[src/source/petPkg.sv]
package petPkg;
	localparam int lifeCountWidth = 9;
	localparam int ageWidth = 4;
	localparam int maxLifeSpan = 330;
	localparam int neglectLimit = 7;
	localparam int dyingLimit = 7;
	localparam int sleepLimit = 12;

	// schedules in life seconds, every period is a power of two
	localparam int hungerPeriod = 16;
	localparam int hungerPhase = 15;
	localparam int boredPeriod = 32;
	localparam int boredPhase = 19;
	localparam int dirtyPeriod = 32;
	localparam int dirtyPhase = 24;
	localparam int sickPeriod = 32;
	localparam int sickPhase = 29;
	localparam int neglectPeriod = 4;
	localparam int neglectPhase = 2;
	localparam int sickNeglectPhase = 3; // sickness lags the others by one second
	localparam int sleepPeriod = 64;
	localparam int sleepPhase = 44;
	localparam int sleepStepPeriod = 8;
	localparam int sleepStepPhase = 4;
	localparam int dyingStepPeriod = 32;
	localparam int dyingStepPhase = 28;

	typedef enum logic [1:0] {HUNGER, BOREDOM, DIRTINESS, SICKNESS} needKind;

	typedef enum logic [2:0] {FEED, PLAY, CLEAN, MEDICATE, FIRST_AID, RESTART} careOp;

	typedef enum logic [1:0] {AWAKE, ASLEEP, DYING, DECEASED} lifeState;

	typedef struct packed {
		logic valid;
		careOp op;
	} careCmd;

	typedef struct packed {
		logic hungry;
		logic bored;
		logic dirty;
		logic sick;
		logic sleeping;
		logic dying;
		logic deceased;
		logic [ageWidth-1:0] age;
		logic [lifeCountWidth-1:0] lifeCount;
	} petStatus;

	// true when count sits at phase within a power-of-two period
	function automatic logic onSchedule(input logic [lifeCountWidth-1:0] count,
			input int period, input int phase);
		onSchedule = (count & lifeCountWidth'(period - 1)) == lifeCountWidth'(phase);
	endfunction
endpackage

[src/source/busPkg.sv]
package busPkg;
	localparam int addrWidth = 4;
	localparam int dataWidth = 32;

	localparam logic [addrWidth-1:0] careAddr = 4'h0; // write only
	localparam logic [addrWidth-1:0] statusAddr = 4'h4;
	localparam logic [addrWidth-1:0] ageAddr = 4'h8;
	localparam logic [addrWidth-1:0] lifeAddr = 4'hC;

	typedef enum logic [1:0] {
		OKAY = 2'b00,
		SLVERR = 2'b10
	} axiResp;

	// host to slave, single outstanding, no strobes or prot
	typedef struct packed {
		logic awvalid;
		logic [addrWidth-1:0] awaddr;
		logic wvalid;
		logic [dataWidth-1:0] wdata;
		logic bready;
		logic arvalid;
		logic [addrWidth-1:0] araddr;
		logic rready;
	} axiReq;

	typedef struct packed {
		logic awready;
		logic wready;
		logic bvalid;
		axiResp bresp;
		logic arready;
		logic rvalid;
		logic [dataWidth-1:0] rdata;
		axiResp rresp;
	} axiRsp;
endpackage

[src/source/lifeTimer.sv]
module lifeTimer #(
	parameter int ticksPerSecond = 50000000
) (
	input logic clk,
	input logic reset,
	input logic clear,
	input logic running,
	output logic tick,
	output logic [petPkg::lifeCountWidth-1:0] lifeCount,
	output logic expired
);
	import petPkg::*;

	logic [$clog2(ticksPerSecond + 1)-1:0] cycleCount;
	logic counting;

	assign expired = lifeCount == lifeCountWidth'(maxLifeSpan);
	assign counting = running && !expired; // life stops at the span or at death

	// one pulse per pet second, on the last cycle of the second
	assign tick = counting && cycleCount == $bits(cycleCount)'(ticksPerSecond - 1);

	always_ff @(posedge clk) begin
		if (reset || clear) begin
			cycleCount <= '0;
			lifeCount <= '0;
		end
		else if (counting) begin
			if (tick) begin
				cycleCount <= '0;
				lifeCount <= lifeCount + 1'b1;
			end
			else begin
				cycleCount <= cycleCount + 1'b1;
			end
		end
	end

endmodule

[src/source/needTracker.sv]
module needTracker #(
	parameter petPkg::needKind kind = petPkg::HUNGER
) (
	input logic clk,
	input logic reset,
	input logic clear,
	input logic tick,
	input logic [petPkg::lifeCountWidth-1:0] lifeCount,
	input logic needsRunning,
	input petPkg::careCmd care,
	output logic needy,
	output logic neglected
);
	import petPkg::*;

	logic [lifeCountWidth-1:0] nextCount;
	logic [2:0] neglectCount;
	logic onsetDue;
	logic stepDue;
	logic cured;
	logic aided;
	logic stepping;
	careOp cureOp;

	// schedules look at the second the tick is about to enter
	assign nextCount = lifeCount + 1'b1;

	always_comb begin
		stepDue = onSchedule(nextCount, neglectPeriod, neglectPhase);
		case (kind)
			HUNGER: begin
				cureOp = FEED;
				onsetDue = onSchedule(nextCount, hungerPeriod, hungerPhase);
			end
			BOREDOM: begin
				cureOp = PLAY;
				onsetDue = onSchedule(nextCount, boredPeriod, boredPhase);
			end
			DIRTINESS: begin
				cureOp = CLEAN;
				onsetDue = onSchedule(nextCount, dirtyPeriod, dirtyPhase);
			end
			default: begin
				cureOp = MEDICATE;
				onsetDue = onSchedule(nextCount, sickPeriod, sickPhase);
				stepDue = onSchedule(nextCount, neglectPeriod, sickNeglectPhase);
			end
		endcase
	end

	assign cured = care.valid && care.op == cureOp;
	assign aided = care.valid && care.op == FIRST_AID;
	assign stepping = tick && needsRunning && needy && stepDue && !cured && !aided;

	// combinational so the pet turns dying on the same edge as the last step
	assign neglected = stepping && neglectCount == 3'(neglectLimit - 1);

	always_ff @(posedge clk) begin
		if (reset || clear) begin
			needy <= 1'b0;
			neglectCount <= '0;
		end
		else if (cured) begin
			needy <= 1'b0;
			neglectCount <= '0;
		end
		else if (aided) begin
			neglectCount <= '0; // flag stays, only the countdown restarts
		end
		else if (tick && needsRunning && !needy) begin
			needy <= onsetDue;
		end
		else if (stepping) begin
			neglectCount <= neglectCount + 1'b1;
		end
	end

endmodule

[src/source/petVitality.sv]
module petVitality (
	input logic clk,
	input logic reset,
	input logic tick,
	input logic [petPkg::lifeCountWidth-1:0] lifeCount,
	input logic expired,
	input logic neglectedAny,
	input petPkg::careCmd care,
	output petPkg::lifeState state,
	output logic [petPkg::ageWidth-1:0] age,
	output logic needsRunning,
	output logic clear,
	output logic running
);
	import petPkg::*;

	lifeState nextState;
	logic [lifeCountWidth-1:0] nextCount;
	logic [3:0] sleepCount;
	logic [2:0] dyingCount;
	logic restart;
	logic aided;
	logic sleepDue;
	logic sleepStep;
	logic dyingStep;

	assign nextCount = lifeCount + 1'b1;
	assign restart = care.valid && care.op == RESTART;
	assign aided = care.valid && care.op == FIRST_AID;

	assign sleepDue = tick && onSchedule(nextCount, sleepPeriod, sleepPhase);
	assign sleepStep = tick && onSchedule(nextCount, sleepStepPeriod, sleepStepPhase);
	assign dyingStep = tick && onSchedule(nextCount, dyingStepPeriod, dyingStepPhase);

	always_comb begin
		nextState = state;
		case (state)
			AWAKE: begin
				if (neglectedAny)
					nextState = DYING;
				else if (sleepDue)
					nextState = ASLEEP;
			end
			ASLEEP: begin
				if (sleepStep && sleepCount == 4'(sleepLimit - 1))
					nextState = AWAKE;
			end
			DYING: begin
				if (aided)
					nextState = AWAKE;
				else if (dyingStep && dyingCount == 3'(dyingLimit - 1))
					nextState = DECEASED;
			end
			default: nextState = DECEASED;
		endcase
		if (expired)
			nextState = DECEASED; // out of life span
		if (restart)
			nextState = AWAKE;
	end

	// drops every need when the pet starts dying, dies, or the game restarts
	assign clear = restart
		|| (nextState != state && (nextState == DYING || nextState == DECEASED));

	assign needsRunning = state == AWAKE;
	assign running = state != DECEASED;

	always_ff @(posedge clk) begin
		if (reset || restart) begin
			state <= AWAKE;
			age <= '0;
			sleepCount <= '0;
			dyingCount <= '0;
		end
		else begin
			state <= nextState;
			if (state != ASLEEP)
				sleepCount <= '0;
			else if (sleepStep)
				sleepCount <= sleepCount + 1'b1;
			if (state == ASLEEP && nextState == AWAKE)
				age <= age + 1'b1; // a full night's sleep
			if (state != DYING)
				dyingCount <= '0;
			else if (dyingStep)
				dyingCount <= dyingCount + 1'b1;
		end
	end

endmodule

[src/source/careRegisters.sv]
module careRegisters (
	input logic clk,
	input logic reset,
	input busPkg::axiReq bus,
	output busPkg::axiRsp busRsp,
	input petPkg::petStatus status,
	output petPkg::careCmd care
);
	import petPkg::*;
	import busPkg::*;

	logic bvalid;
	logic rvalid;
	axiResp bresp;
	axiResp rresp;
	logic [dataWidth-1:0] rdata;
	logic writeFire;
	logic readFire;
	axiResp writeResp;
	axiResp readResp;
	logic [dataWidth-1:0] readData;
	careOp writeOp;

	// address and data are taken together, only with no response waiting
	assign writeFire = bus.awvalid && bus.wvalid && !bvalid;
	assign readFire = bus.arvalid && !rvalid;
	assign writeOp = careOp'(bus.wdata[2:0]);

	always_comb begin
		writeResp = SLVERR;
		if (bus.awaddr == careAddr && bus.wdata[2:0] <= 3'(RESTART))
			writeResp = OKAY;
	end

	always_comb begin
		readResp = OKAY;
		readData = '0;
		case (bus.araddr)
			statusAddr: begin
				readData = dataWidth'({status.deceased, status.dying, status.sleeping,
					status.sick, status.dirty, status.bored, status.hungry});
			end
			ageAddr: readData = dataWidth'(status.age);
			lifeAddr: readData = dataWidth'(status.lifeCount);
			default: readResp = SLVERR; // care register and holes
		endcase
	end

	always_ff @(posedge clk) begin
		if (reset) begin
			bvalid <= 1'b0;
			rvalid <= 1'b0;
			care <= '0;
		end
		else begin
			care <= '{valid: writeFire && writeResp == OKAY, op: writeOp};
			if (writeFire)
				bvalid <= 1'b1;
			else if (bus.bready)
				bvalid <= 1'b0;
			if (readFire)
				rvalid <= 1'b1;
			else if (bus.rready)
				rvalid <= 1'b0;
		end
	end

	// response payload, captured at acceptance
	always_ff @(posedge clk) begin
		if (writeFire)
			bresp <= writeResp;
		if (readFire) begin
			rresp <= readResp;
			rdata <= readData;
		end
	end

	always_comb begin
		busRsp.awready = !bvalid;
		busRsp.wready = !bvalid;
		busRsp.bvalid = bvalid;
		busRsp.bresp = bresp;
		busRsp.arready = !rvalid;
		busRsp.rvalid = rvalid;
		busRsp.rdata = rdata;
		busRsp.rresp = rresp;
	end

endmodule

[src/source/petTop.sv]
module petTop #(
	parameter int ticksPerSecond = 50000000
) (
	input logic clk,
	input logic reset,
	input busPkg::axiReq bus,
	output busPkg::axiRsp busRsp
);
	import petPkg::*;

	logic tick;
	logic expired;
	logic running;
	logic needsRunning;
	logic clear;
	logic restart;
	logic neglectedAny;
	logic [lifeCountWidth-1:0] lifeCount;
	logic [ageWidth-1:0] age;
	logic [3:0] needy;
	logic [3:0] neglected;
	lifeState state;
	careCmd care;
	petStatus status;

	// the life clock only restarts with the game, it freezes on death
	assign restart = care.valid && care.op == RESTART;
	assign neglectedAny = |neglected;

	lifeTimer #(.ticksPerSecond(ticksPerSecond)) timer (
		.clk(clk), .reset(reset), .clear(restart), .running(running),
		.tick(tick), .lifeCount(lifeCount), .expired(expired)
	);

	for (genvar i = 0; i < 4; i++) begin : needs
		needTracker #(.kind(needKind'(i))) tracker (
			.clk(clk), .reset(reset), .clear(clear), .tick(tick),
			.lifeCount(lifeCount), .needsRunning(needsRunning), .care(care),
			.needy(needy[i]), .neglected(neglected[i])
		);
	end

	petVitality vitality (
		.clk(clk), .reset(reset), .tick(tick), .lifeCount(lifeCount),
		.expired(expired), .neglectedAny(neglectedAny), .care(care),
		.state(state), .age(age), .needsRunning(needsRunning),
		.clear(clear), .running(running)
	);

	assign status = '{
		hungry: needy[HUNGER],
		bored: needy[BOREDOM],
		dirty: needy[DIRTINESS],
		sick: needy[SICKNESS],
		sleeping: state == ASLEEP,
		dying: state == DYING,
		deceased: state == DECEASED,
		age: age,
		lifeCount: lifeCount
	};

	careRegisters regs (
		.clk(clk), .reset(reset), .bus(bus), .busRsp(busRsp),
		.status(status), .care(care)
	);

endmodule

[config.mk]
export PLATFORM = sky130hd
export DESIGN_NAME = petTop
export DESIGN_NICKNAME = d
export VERILOG_FILES = /design/src/source/petPkg.sv /design/src/source/busPkg.sv /design/src/source/lifeTimer.sv /design/src/source/needTracker.sv /design/src/source/petVitality.sv /design/src/source/careRegisters.sv /design/src/source/petTop.sv
export SDC_FILE = /design/constraint.sdc
export NUM_CORES = 1
export LEC_CHECK = 0
export BUFFER_PORTS_ARGS = -buffer_cell sky130_fd_sc_hd__buf_2
export CAP_MARGIN = 20
export CORE_ASPECT_RATIO = 1.4
export CORE_UTILIZATION = 51
export CTS_CLUSTER_DIAMETER = 60
export DETAILED_ROUTE_END_ITERATION = 8
export PLACE_DENSITY = 0.74
export SYNTH_ARGS = -nofsm -noshare
export SYNTH_HDL_FRONTEND = slang
export SYNTH_HIERARCHICAL = 1
export SYNTH_SLANG_ARGS = --single-unit
[constraint.sdc]
create_clock -name clk -period 4 [get_ports clk]
set_input_delay 0.4 -clock clk [delete_from_list [all_inputs] [get_ports clk]]
set_output_delay 0.4 -clock clk [all_outputs]
set_load 0.02 [all_outputs]
==> results of run 1 <==
-- power groups by stage --
stage / combinational, mW / sequential (mW) / clock (mW)
2_1_floorplan: 0.0893 / 0.870 / 0
3_3_place_gp: 0.0953 / 0.863 / 0
3_5_place_dp: 0.0968 / 0.863 / 0
4_1_cts: 0.0973 / 0.845 / 0.986
5_1_grt: 0.107 / 0.846 / 1.02
6_report: 0.0975 / 0.845 / 0.969
-- layer usage --
metal / track usage, % / part of all wire (%) / vias up / routed length (um)
met3: 3.134 / 2.9 / 28 / 282
met4: 11.98 / 3.0 / 0 / 286
met5: 0 / 0 / - / 0
met2: 38.63 / 54 / 83 / 5128
li1: - / - / 1826 / -
met1: 21.61 / 41 / 1759 / 3880
-- flip-flops by register name, summed over array words and instances (netlist names), 3 cells and up --
name                        cells
timer/cycleCount               26
regs/rdata                      9
vitality/sleepCount             4
needs.tracker/needy             4
vitality/age                    4
vitality/dyingCount             3
needs.tracker/neglectCount     12
regs/care                       4
timer/lifeCount                 9
-- Yosys cell counts (5+ instances only) --
library cell   n  area [um2]
or3_1          5       31.28
nor3_1         9       45.04
nor2b_1        9       56.30
mux2i_1       11       110.1
inv_1         23       86.33
nor2_2        11       68.82
o21ai_0        7       35.03
edfxtp_1      11       330.3
buf_6          6       67.56
nand2b_1       7       43.79
a21oi_1       16       80.08
nor4_1        18       112.6
and4_1         5       43.79
nand3_1       16       80.08
nand2_1       26       97.59
and4b_1        5       50.05
ha_1          15       187.7
xor2_1         6       52.55
xnor2_1       35       306.5
nor2_1        51       191.4
nand4_1       12       75.07
dfxtp_1       70        1401
buf_4         29       217.7
-- cells in the final DEF, fill, tap and decap left out, types with 11 or more instances in the layout --
cell type and count:
xnor2_1 35, dfxtp_1 69, nand3_1 16, nor2_2 11, edfxtp_1 11, a21oi_1 16
inv_1 23, nand2_1 26, buf_2 33, nand4_1 12, conb_1 25, nor2_1 51
mux2i_1 11, ha_1 15, nor4_1 18
-- path summary, 6_finish.rpt --
check	endpoint	slack, ps	depth (start not counted)
hold reg to reg	vitality/sleepCount[1]$_SDFFE_PP0P_	480	2
setup / recovery	needs[0].tracker/needy$_SDFFE_PP0P_	300	15
hold / removal	regs/rvalid$_SDFFE_PP0P_	240	2
setup reg to reg	needs[0].tracker/needy$_SDFFE_PP0P_	300	15
-- logic make-up (layout without fill, tap and decap cells) --
family / count (synthesis) / count (layout) / share of synthesized area (%)
AOI/OAI and AO/OA: 67 / 67 / 10.80
adders and majority gates: 15 / 15 / 3.960
DFF: 81 / 81 / 36.54
muxes: 11 / 11 / 2.323
xor gates and xnor gates: 41 / 41 / 7.576
and+or+nand+nor: 222 / 222 / 29.57
other: 1 / 25 / 0.07912
buffers and inverters: 65 / 81 / 9.160
-- through the flow --
step	hold slack [ps]	worst slack (ps)	util (%)	instances
after global placement	467.0	416.0	53.70	634
final	241.9	302.7	57.61	650
after global routing	264.8	18.47	57.61	650
after floorplan	450.8	228.1	-	527
after CTS	237.2	261.1	57.59	650
after detailed placement	472.8	314.9	53.70	634
-- layout make-up --
class,count,area [um2]
clock buffers,9,225.2
fillers,783,3827
clock inverters,7,126.4
flip-flops and latches,81,1733
inverters,23,86.33
well taps,107,133.9
multi-input cells,381,2664
repair buffers,42,232.7
==> impl_results.md, run 1 <==
- Status: finished, final reports clean
- Worst-skew pair later-pin latency: 340 ps
- Postcts setup bufs: 0
- Largest net degree at the start of global routing: 27
- Critical Path Slowest Stage Cell: nor4_4
- F_max: 0.2705 GHz
- DP HPWL: 6.629 mm
- Critical path class: register to register
- CTS hold repair buffers: 0
- Ys flop type: dfxtp_1
- Design area: 5201 um2
- P_leak: 1.905 nW
- Core footprint: 9029 um2
- Worst slew pin tran: 1038 ps
- Crit path buf inv count: 1
- CTS Buf Count: 9
- Post-synthesis cell type count: 78
- Hold_sp: bus[0]
- Placement Cell Area: 4848 um2
- Placer Congestion: 0.8143
- Fin nets: 600
- Die Ht: 116.1 um
- Clk sinks: 81
- Hold Vio Cnt, Final: 0
- Worst setup startpoint: timer/cycleCount[0]$_SDFFE_PP0P_
- Clk buf depth: 2
- Initial Util: 52.49%
- Psw: 0.4306 mW
- Int Power: 1.481 mW
- RSZ-0062 raised after global routing: no
- H-tree depth: 3
- Final setup violation count: 0
- FF-to-FF Start: timer/cycleCount[0]$_SDFFE_PP0P_
- Die width: 83.48 um
- Total power: 1.911 mW
- PortBufs: 33
- Clk_skew: 8.861 ps
- Antenna Cells: 0
- Share of layout cells above drive strength 1: 18.97%
- # resized after CTS: 0
- Detailed Route WL: 9.579 mm
- Clock share of power: 50.7%
- Setup TNS: 0 ps
- Crit-path max FO: 9
- Worst VDD drop: 273.3 uV
- Fin crit period: 3697 ps
- Rows: 41
- Combinational share of power: 5.1%
- Sequential share of the synthesized area: 36.54%
- Final Cycle Share: 92.43%
- First-pass GRT wire length: 15.95 mm
- CP peak stage delay: 490 ps
- Via count: 3696
- Congestion Overflow GR: 0
- Routed wire length per instance: 14.74 um
- Pre-Repair DR Iteration Count: 4
- Synthesized instance count: 503
- Pwr/cell area: 367.5 nW/um2
- Clk slew on worst S/H paths: 60 ps
- Vias per std cell: 5.686
- Mapped Avg Cell Area: 9.423 um2
- Sequential power share: 44.2%
- Vias in the first global route: 3516
- Delay-heaviest family, CP: simple AND/OR/NAND/NOR gates
- I/O pin cnt: 88
- Max Transition Viols Final: 0
- WP data arrival: 3920 ps
- Worst setup EP type: register
- Maxcap violations: 0
- Number of antenna violations at the first check in global routing: 0
- Die area: 9689 um2
- Post-synth ARST share: 0%
- Remaining antenna violation count after routing: 0
- HP Class: input port to register
- DR DRC count: 0
- Critical path, cell by cell: ha_1, and4_1, o211ai_4, nor4_4, nand3_2, a2111oi_0, or4_1, nand2b_1, a21oi_1, a221oi_1, a31oi_1, buf_4, nor2_1, nand2_1, o21ai_1
- Post-synth EDFFs: 11
- GRT Util Overall: 20.46%
- Critical Path Source Type: register
- Clock root buffer: clkbuf_16
- WP data required: 4220 ps
- Number of synthesis warnings: 6
- Detailed Route Iter0 Violations: 206
- CTS tree: yes
- Switch share: 22.53%
- Slew HR: 30.48%
- Seq cells post-synth: 81
- Cell Area, Synth: 4740 um2
- Layout area overhead: 9.741%
No activity file was read; power rests on OpenSTA's default activity.
==> run 2: changes to the inputs <==
CORE_UTILIZATION = 50   (was 51)
PLACE_DENSITY = 0.73   (was 0.74)
SYNTH_HIERARCHICAL = unset   (was 1)
==> impl_results.md, run 2 <==
- Worst VDD drop: 373.0 uV (was 273.3 uV)
- Fill cell count: 757 (was 783)
- Detailed Route WL: 8.995 mm (was 9.579 mm)
- Die width: 82.71 um (was 83.48 um)
- CTS hold repair buffers: 0 (unchanged)
- Initial Util: 52.36% (was 52.49%)
- Placer Congestion: 0.8137 (was 0.8143)
- First-pass GRT wire length: 14.59 mm (was 15.95 mm)
- Synth cell count leaders: dfxtp_1, nor2_1, nand2_1, buf_4, xor2_1 (was dfxtp_1, nor2_1, xnor2_1, buf_4, nand2_1)
- Post-synthesis cell type count: 63 (was 78)
- Synthesized instance count: 510 (was 503)
- Mapped Avg Cell Area: 8.940 um2 (was 9.423 um2)
- R2R cell count: 9 (was 15)
- Critical Path Source Type: register (unchanged)
- Clock root buffer: clkbuf_16 (unchanged)
- CTS tree: yes (unchanged)
- Antenna Cells: 0 (unchanged)
- I/O pin cnt: 88 (unchanged)
- Setup slack, reg-to-reg: 910 ps (was 300 ps)
- Largest register FFs: 26 (unchanged)
- Share of layout cells above drive strength 1: 15.30% (was 18.97%)
- P_leak: 1.997 nW (was 1.905 nW)
- Status: finished, final reports clean (unchanged)
- Setup TNS: 0 ps (unchanged)
- CTS Buf Count: 9 (unchanged)
- Routed wire length per instance: 14.03 um (was 14.74 um)
- Final core utilization: 57.11% (was 57.61%)
- Area leader, netlist: dfxtp_1 (unchanged)
- # resized after CTS: 0 (unchanged)
- Number of antenna violations at the first check in global routing: 0 (unchanged)
- Hold_sp: bus[0] (unchanged)
- Ys flop type: dfxtp_1 (unchanged)
- Number of synthesis warnings: 0 (was 6)
- Clk_skew: 8.941 ps (was 8.861 ps)
- Postcts setup bufs: 0 (unchanged)
- Crit-path max FO: 13 (was 9)
- Fin Hold WS: 239.0 ps (was 241.9 ps)
- Share of the synthesized area in the top cell type: 30.74% (was 29.57%)
- Most common cell after layout, fill and taps aside: dfxtp_1 (unchanged)
- Fin crit period: 3086 ps (was 3697 ps)
- Worst-skew pair later-pin latency: 340 ps (about the same)
- Post-synth ARST share: 0% (unchanged)
- Pre-Repair DR Iteration Count: 4 (unchanged)
- CP peak stage delay: 530 ps (was 490 ps)
- Delay-heaviest family, CP: simple AND/OR/NAND/NOR gates (unchanged)
- Remaining antenna violation count after routing: 0 (unchanged)
- H-tree depth: 3 (unchanged)
- Detailed Route Iter0 Violations: 190 (was 206)
- GRT Util Overall: 20.15% (was 20.46%)
- Post-synth EDFFs: 11 (unchanged)
- Final Cycle Share: 77.15% (was 92.43%)
- Pwr/cell area: 366.6 nW/um2 (was 367.5 nW/um2)
- PortBufs: 33 (unchanged)
- Largest Register: timer.cycleCount (was timer/cycleCount)
- FF-to-FF Start: timer.lifeCount[0]$_SDFFE_PP0P_ (was timer/cycleCount[0]$_SDFFE_PP0P_)
- Top cells by area, synth: dfxtp_1, edfxtp_1, nor2_1 (was dfxtp_1, edfxtp_1, xnor2_1)
- F_max: 0.3241 GHz (was 0.2705 GHz)
- HP Class: input port to register (unchanged)
- WP data required: 4220 ps (about the same)
- Critical path, cell by cell: inv_1, ha_1, and4bb_2, a21oi_4, and4_4, and2_1, a21o_1, o21a_2, nor3b_1 (was ha_1, and4_1, o211ai_4, nor4_4, nand3_2, a2111oi_0, or4_1, nand2b_1, a21oi_1, a221oi_1, a31oi_1, buf_4, nor2_1, nand2_1, o21ai_1)
- Commonest non-fill, non-tap cells in the layout: dfxtp_1, nor2_1, nand2_1, buf_2 (was dfxtp_1, nor2_1, xnor2_1, buf_2, nand2_1)
- Clk buf depth: 2 (unchanged)
- Slew HR: 41.13% (was 30.48%)
- Seq cells post-synth: 81 (unchanged)
- Critical path class: register to register (unchanged)
- Vias in the first global route: 3268 (was 3516)
- Worst setup EP type: register (unchanged)
- Final setup violation count: 0 (unchanged)
- Layout area overhead: 9.083% (was 9.741%)
- RSZ-0062 raised after global routing: no (unchanged)
- Vias per std cell: 5.438 (was 5.686)
- Critical Path Slowest Stage Cell: dfxtp_1 (was nor4_4)
- Cell Area, Synth: 4559 um2 (was 4740 um2)
- Hold depth: 2 (unchanged)
- Crit path buf inv count: 1 (unchanged)
- Hold endpoint: regs.rvalid$_SDFFE_PP0P_ (was regs/rvalid$_SDFFE_PP0P_)
- Die Ht: 115.0 um (was 116.1 um)
- Fin nets: 596 (was 600)
- Worst slew pin tran: 883.0 ps (was 1038 ps)
- Sequential share of the synthesized area: 37.98% (was 36.54%)
- DR DRC count: 0 (unchanged)
- Top Registers: timer.cycleCount (26), needs.tracker.neglectCount (12) (was timer/cycleCount (26), needs.tracker/neglectCount (12))
- FF-to-FF End: needs[1].tracker.neglectCount[2]$_SDFFE_PP0P_ (was needs[0].tracker/needy$_SDFFE_PP0P_)
- Via count: 3486 (was 3696)
- Largest net degree at the start of global routing: 24 (was 27)
- DP HPWL: 6.549 mm (was 6.629 mm)
- Hold Vio Cnt, Final: 0 (unchanged)
- Core footprint: 8708 um2 (was 9029 um2)
- Rows: 40 (was 41)
- Die area: 9510 um2 (was 9689 um2)
- Clk slew on worst S/H paths: 60 ps (about the same)
- Most frequent cell after synthesis: dfxtp_1 (unchanged)
- Max Transition Viols Final: 0 (unchanged)
- WP data arrival: 3300 ps (was 3920 ps)
- Congestion Overflow GR: 0 (unchanged)
- Maxcap violations: 0 (unchanged)
- Clk sinks: 81 (unchanged)
-- run 2: cell count changes after synthesis, sizes merged, moves of 6 or more --
| cell | before | now |
|---|---|---|
| and2 | 1 | 11 |
| nor2 | 62 | 69 |
| clkbuf | 2 | 11 |
| nand2 | 27 | 38 |
| nand3 | 17 | 23 |
| nor4 | 20 | 4 |
| inv | 23 | 16 |
| and4b | 6 | 0 |
| xor2 | 6 | 25 |
| and3 | 7 | 13 |
| a2111oi | 8 | 1 |
| xnor2 | 35 | 21 |
-- run 2: through the flow --
step           cells  worst slack [ps]  power [mW]  cell area [um2]
6_report         641             914.2       1.823             4974
3_3_place_gp     625             979.5      0.9461             4638
3_5_place_dp     625             965.5      0.9484             4638
2_1_floorplan    534              1453      0.9439             4649
4_1_cts          641             945.8       1.842             4974
5_1_grt          641             740.5       1.886             4974
-- run 2: routing by layer --
metal	wire [um]	part of all wire, %	vias to the layer above	GRT usage, %
met2	4579	51	70	35.63
met4	215	2.4	0	9.425
li1	-	-	1748	-
met3	379	4.2	19	4.524
met5	0	0	-	0
met1	3820	42	1649	22.28
-- run 2: kinds of logic (layout without fill, tap and decap cells) --
family / Yosys count / in the layout / synth area share (%)
AND/OR/NAND/NOR: 235 / 235 / 28.98
XOR/XNOR: 46 / 46 / 8.837
adder cells (fa/ha/maj): 18 / 18 / 4.940
AO/OA/AOI/OAI: 56 / 56 / 8.809
flip-flops: 81 / 81 / 37.98
buffers and inverters: 63 / 65 / 8.068
other: 1 / 25 / 0.08225
multiplexers: 10 / 10 / 2.305
-- run 2: worst max-delay path by stage --
stage	slack, ps	start	cells after the start	endpoint
global route	740	timer.lifeCount[0]$_SDFFE_PP0P_	7	timer.cycleCount[13]$_SDFFE_PP0P_
floorplan	1450	timer.lifeCount[0]$_SDFFE_PP0P_	13	needs[0].tracker.neglectCount[1]$_SDFFE_PP0P_
finish	910	timer.lifeCount[0]$_SDFFE_PP0P_	9	needs[1].tracker.neglectCount[2]$_SDFFE_PP0P_
global placement	980	timer.lifeCount[0]$_SDFFE_PP0P_	9	needs[1].tracker.neglectCount[2]$_SDFFE_PP0P_
CTS	950	timer.lifeCount[0]$_SDFFE_PP0P_	9	needs[3].tracker.neglectCount[0]$_SDFFE_PP0P_
detailed placement	970	timer.lifeCount[0]$_SDFFE_PP0P_	9	needs[1].tracker.neglectCount[2]$_SDFFE_PP0P_
-- run 2: area by class of cell --
type	count	area [um2]	area share (%)
multi-input combinational	390	2550	51.27
inverter	16	60.06	1.208
sequential	81	1732	34.82
timing repair buffer	33	165.2	3.321
tap	105	131.4	2.642
clock buffer	13	291.5	5.862
clock inverter	3	43.79	0.8805
-- run 2: power breakdown --
group          switching [mW]  internal (mW)  total, mW
Combinational          0.0641         0.0229     0.0871
Sequential            0.00847          0.835      0.844
Clock                   0.320          0.572      0.892
Total                   0.393           1.43       1.82
==> run 3: changes to the inputs <==
CORE_UTILIZATION = 55   (was 50)
PLACE_DENSITY = 0.76   (was 0.73)
clock period = 3.1 ns   (was 4 ns; I/O delays follow)
==> impl_results.md, run 3 (synthesis gave the netlist of run 2 again) <==
- Postcts setup bufs: 0 (unchanged)
- Worst-skew pair later-pin latency: 360 ps (was 340 ps)
- Number of antenna violations at the first check in global routing: 0 (unchanged)
- Largest Register: timer.cycleCount (unchanged)
- First-pass GRT wire length: 14.86 mm (was 14.59 mm)
- Fin Hold WS: 124.1 ps (was 239.0 ps)
- P_leak: 1.951 nW (was 1.997 nW)
- H-tree depth: 3 (unchanged)
- Initial Util: 57.77% (was 52.36%)
- WP data required: 3390 ps (was 4220 ps)
- Cells after DPL: 625 (unchanged)
- Worst VDD drop: 286.2 uV (was 373.0 uV)
- Remaining antenna violation count after routing: 0 (unchanged)
- R2R cell count: 8 (was 9)
- Largest register FFs: 26 (unchanged)
- Clk buf depth: 2 (unchanged)
- Clk sinks: 81 (unchanged)
- Pwr/cell area: 410.0 nW/um2 (was 366.6 nW/um2)
- Hold depth: 2 (unchanged)
- Largest net degree at the start of global routing: 24 (unchanged)
- Final setup margin: 509.4 ps (was 914.2 ps)
- Fin crit period: 2591 ps (was 3086 ps)
- Design area: 4871 um2 (was 4974 um2)
- F_max: 0.3860 GHz (was 0.3241 GHz)
- Share of layout cells above drive strength 1: 15.34% (was 15.30%)
- Clock root buffer: clkbuf_8 (was clkbuf_16)
- Top Registers: timer.cycleCount (26), needs.tracker.neglectCount (12) (unchanged)
- Crit-path max FO: 12 (was 13)
- HP Class: input port to register (unchanged)
- Status: finished, final reports clean (unchanged)
- I/O pin cnt: 88 (unchanged)
- Worst slew pin tran: 890.6 ps (was 883.0 ps)
- Rows: 38 (was 40)
- Slew HR: 40.50% (was 41.13%)
- Routed wire length per instance: 14.00 um (was 14.03 um)
- Clk slew on worst S/H paths: 80 ps (was 60 ps)
- Post-Place Setup Slack: 542.7 ps (was 965.5 ps)
- Congestion Overflow GR: 0 (unchanged)
- Max Transition Viols Final: 0 (unchanged)
- Vias per std cell: 5.452 (was 5.438)
- Critical Path Source Type: register (unchanged)
- Layout area overhead: 6.833% (was 9.083%)
- Antenna Cells: 0 (unchanged)
- Placement Cell Area: 4669 um2 (was 4638 um2)
- Fin nets: 601 (was 596)
- Detailed Route WL: 8.976 mm (was 8.995 mm)
- Die area: 8663 um2 (was 9510 um2)
- Via count: 3495 (was 3486)
- GRT Util Overall: 22.29% (was 20.15%)
- Final setup violation count: 0 (unchanged)
- Final core utilization: 61.72% (was 57.11%)
- Critical path class: register to register (unchanged)
- CTS Buf Count: 9 (unchanged)
- DP HPWL: 6.606 mm (was 6.549 mm)
- Clk_skew: 11.06 ps (was 8.941 ps)
- WP data arrival: 2880 ps (was 3300 ps)
- DR DRC count: 0 (unchanged)
- CTS tree: yes (unchanged)
- # resized after CTS: 0 (unchanged)
- Worst setup EP type: register (unchanged)
- RSZ-0062 raised after global routing: no (unchanged)
- Most common cell after layout, fill and taps aside: dfxtp_1 (unchanged)
- Die Ht: 109.7 um (was 115.0 um)
- CTS hold repair buffers: 0 (unchanged)
- Core footprint: 7893 um2 (was 8708 um2)
- Total power: 1.997 mW (was 1.823 mW)
- Vias in the first global route: 3345 (was 3268)
- Pre-Repair DR Iteration Count: 4 (unchanged)
- Detailed Route Iter0 Violations: 178 (was 190)
- Placer Congestion: 0.8554 (was 0.8137)
- Cell Count, Final, Fillers Out: 641 (unchanged)
- Commonest non-fill, non-tap cells in the layout: dfxtp_1, nor2_1, nand2_1, buf_2 (unchanged)
- Final Cycle Share: 83.57% (was 77.15%)
- Die width: 78.95 um (was 82.71 um)
- Maxcap violations: 0 (unchanged)
- Hold Vio Cnt, Final: 0 (unchanged)
- Setup TNS: 0 ps (unchanged)
- PortBufs: 33 (unchanged)
==> run 3: worst paths after layout <==
kind	startpoint	to	slack, ps
worst max-delay path	timer.lifeCount[1]$_SDFFE_PP0P_	needs[2].tracker.neglectCount[1]$_SDFFE_PP0P_	510
worst max register to register	timer.lifeCount[1]$_SDFFE_PP0P_	needs[2].tracker.neglectCount[1]$_SDFFE_PP0P_	510
worst min-delay path	bus[0]	regs.rvalid$_SDFFE_PP0P_	120
worst min register to register	timer.cycleCount[1]$_SDFFE_PP0P_	timer.cycleCount[1]$_SDFFE_PP0P_	480
==> run 3: final cells by class <==
cell class | count | area (um2)
Inverter | 16 | 60.06
Clock buffer | 14 | 163.9
Clock inverter | 2 | 37.54
Fill cell | 712 | 3022
Sequential cell | 81 | 1732
Timing Repair Buffer | 38 | 202.7
Multi-Input combinational cell | 390 | 2550
Tap cell | 100 | 125.1
==> run 3: report_power, final <==
group	switching, mW	internal (mW)
logic	0.0829	0.0305
registers	0.0109	1.08
clock network	0.373	0.423
==> run 3: routing by layer <==
layer	wire length, um	global-route usage [%]
met5	0	0
met1	3692	23.26
met3	368	4.896
met4	337	12.47
met2	4577	41.06
==> run 3: critical path: stages (launching register included) <==
cell	delay, ps
dfxtp_1	430
ha_1	280
and4bb_2	300
a21oi_4	250
nand4_2	320
nor4_2	520
mux2i_1	240
nand2_1	70
nor2_1	110
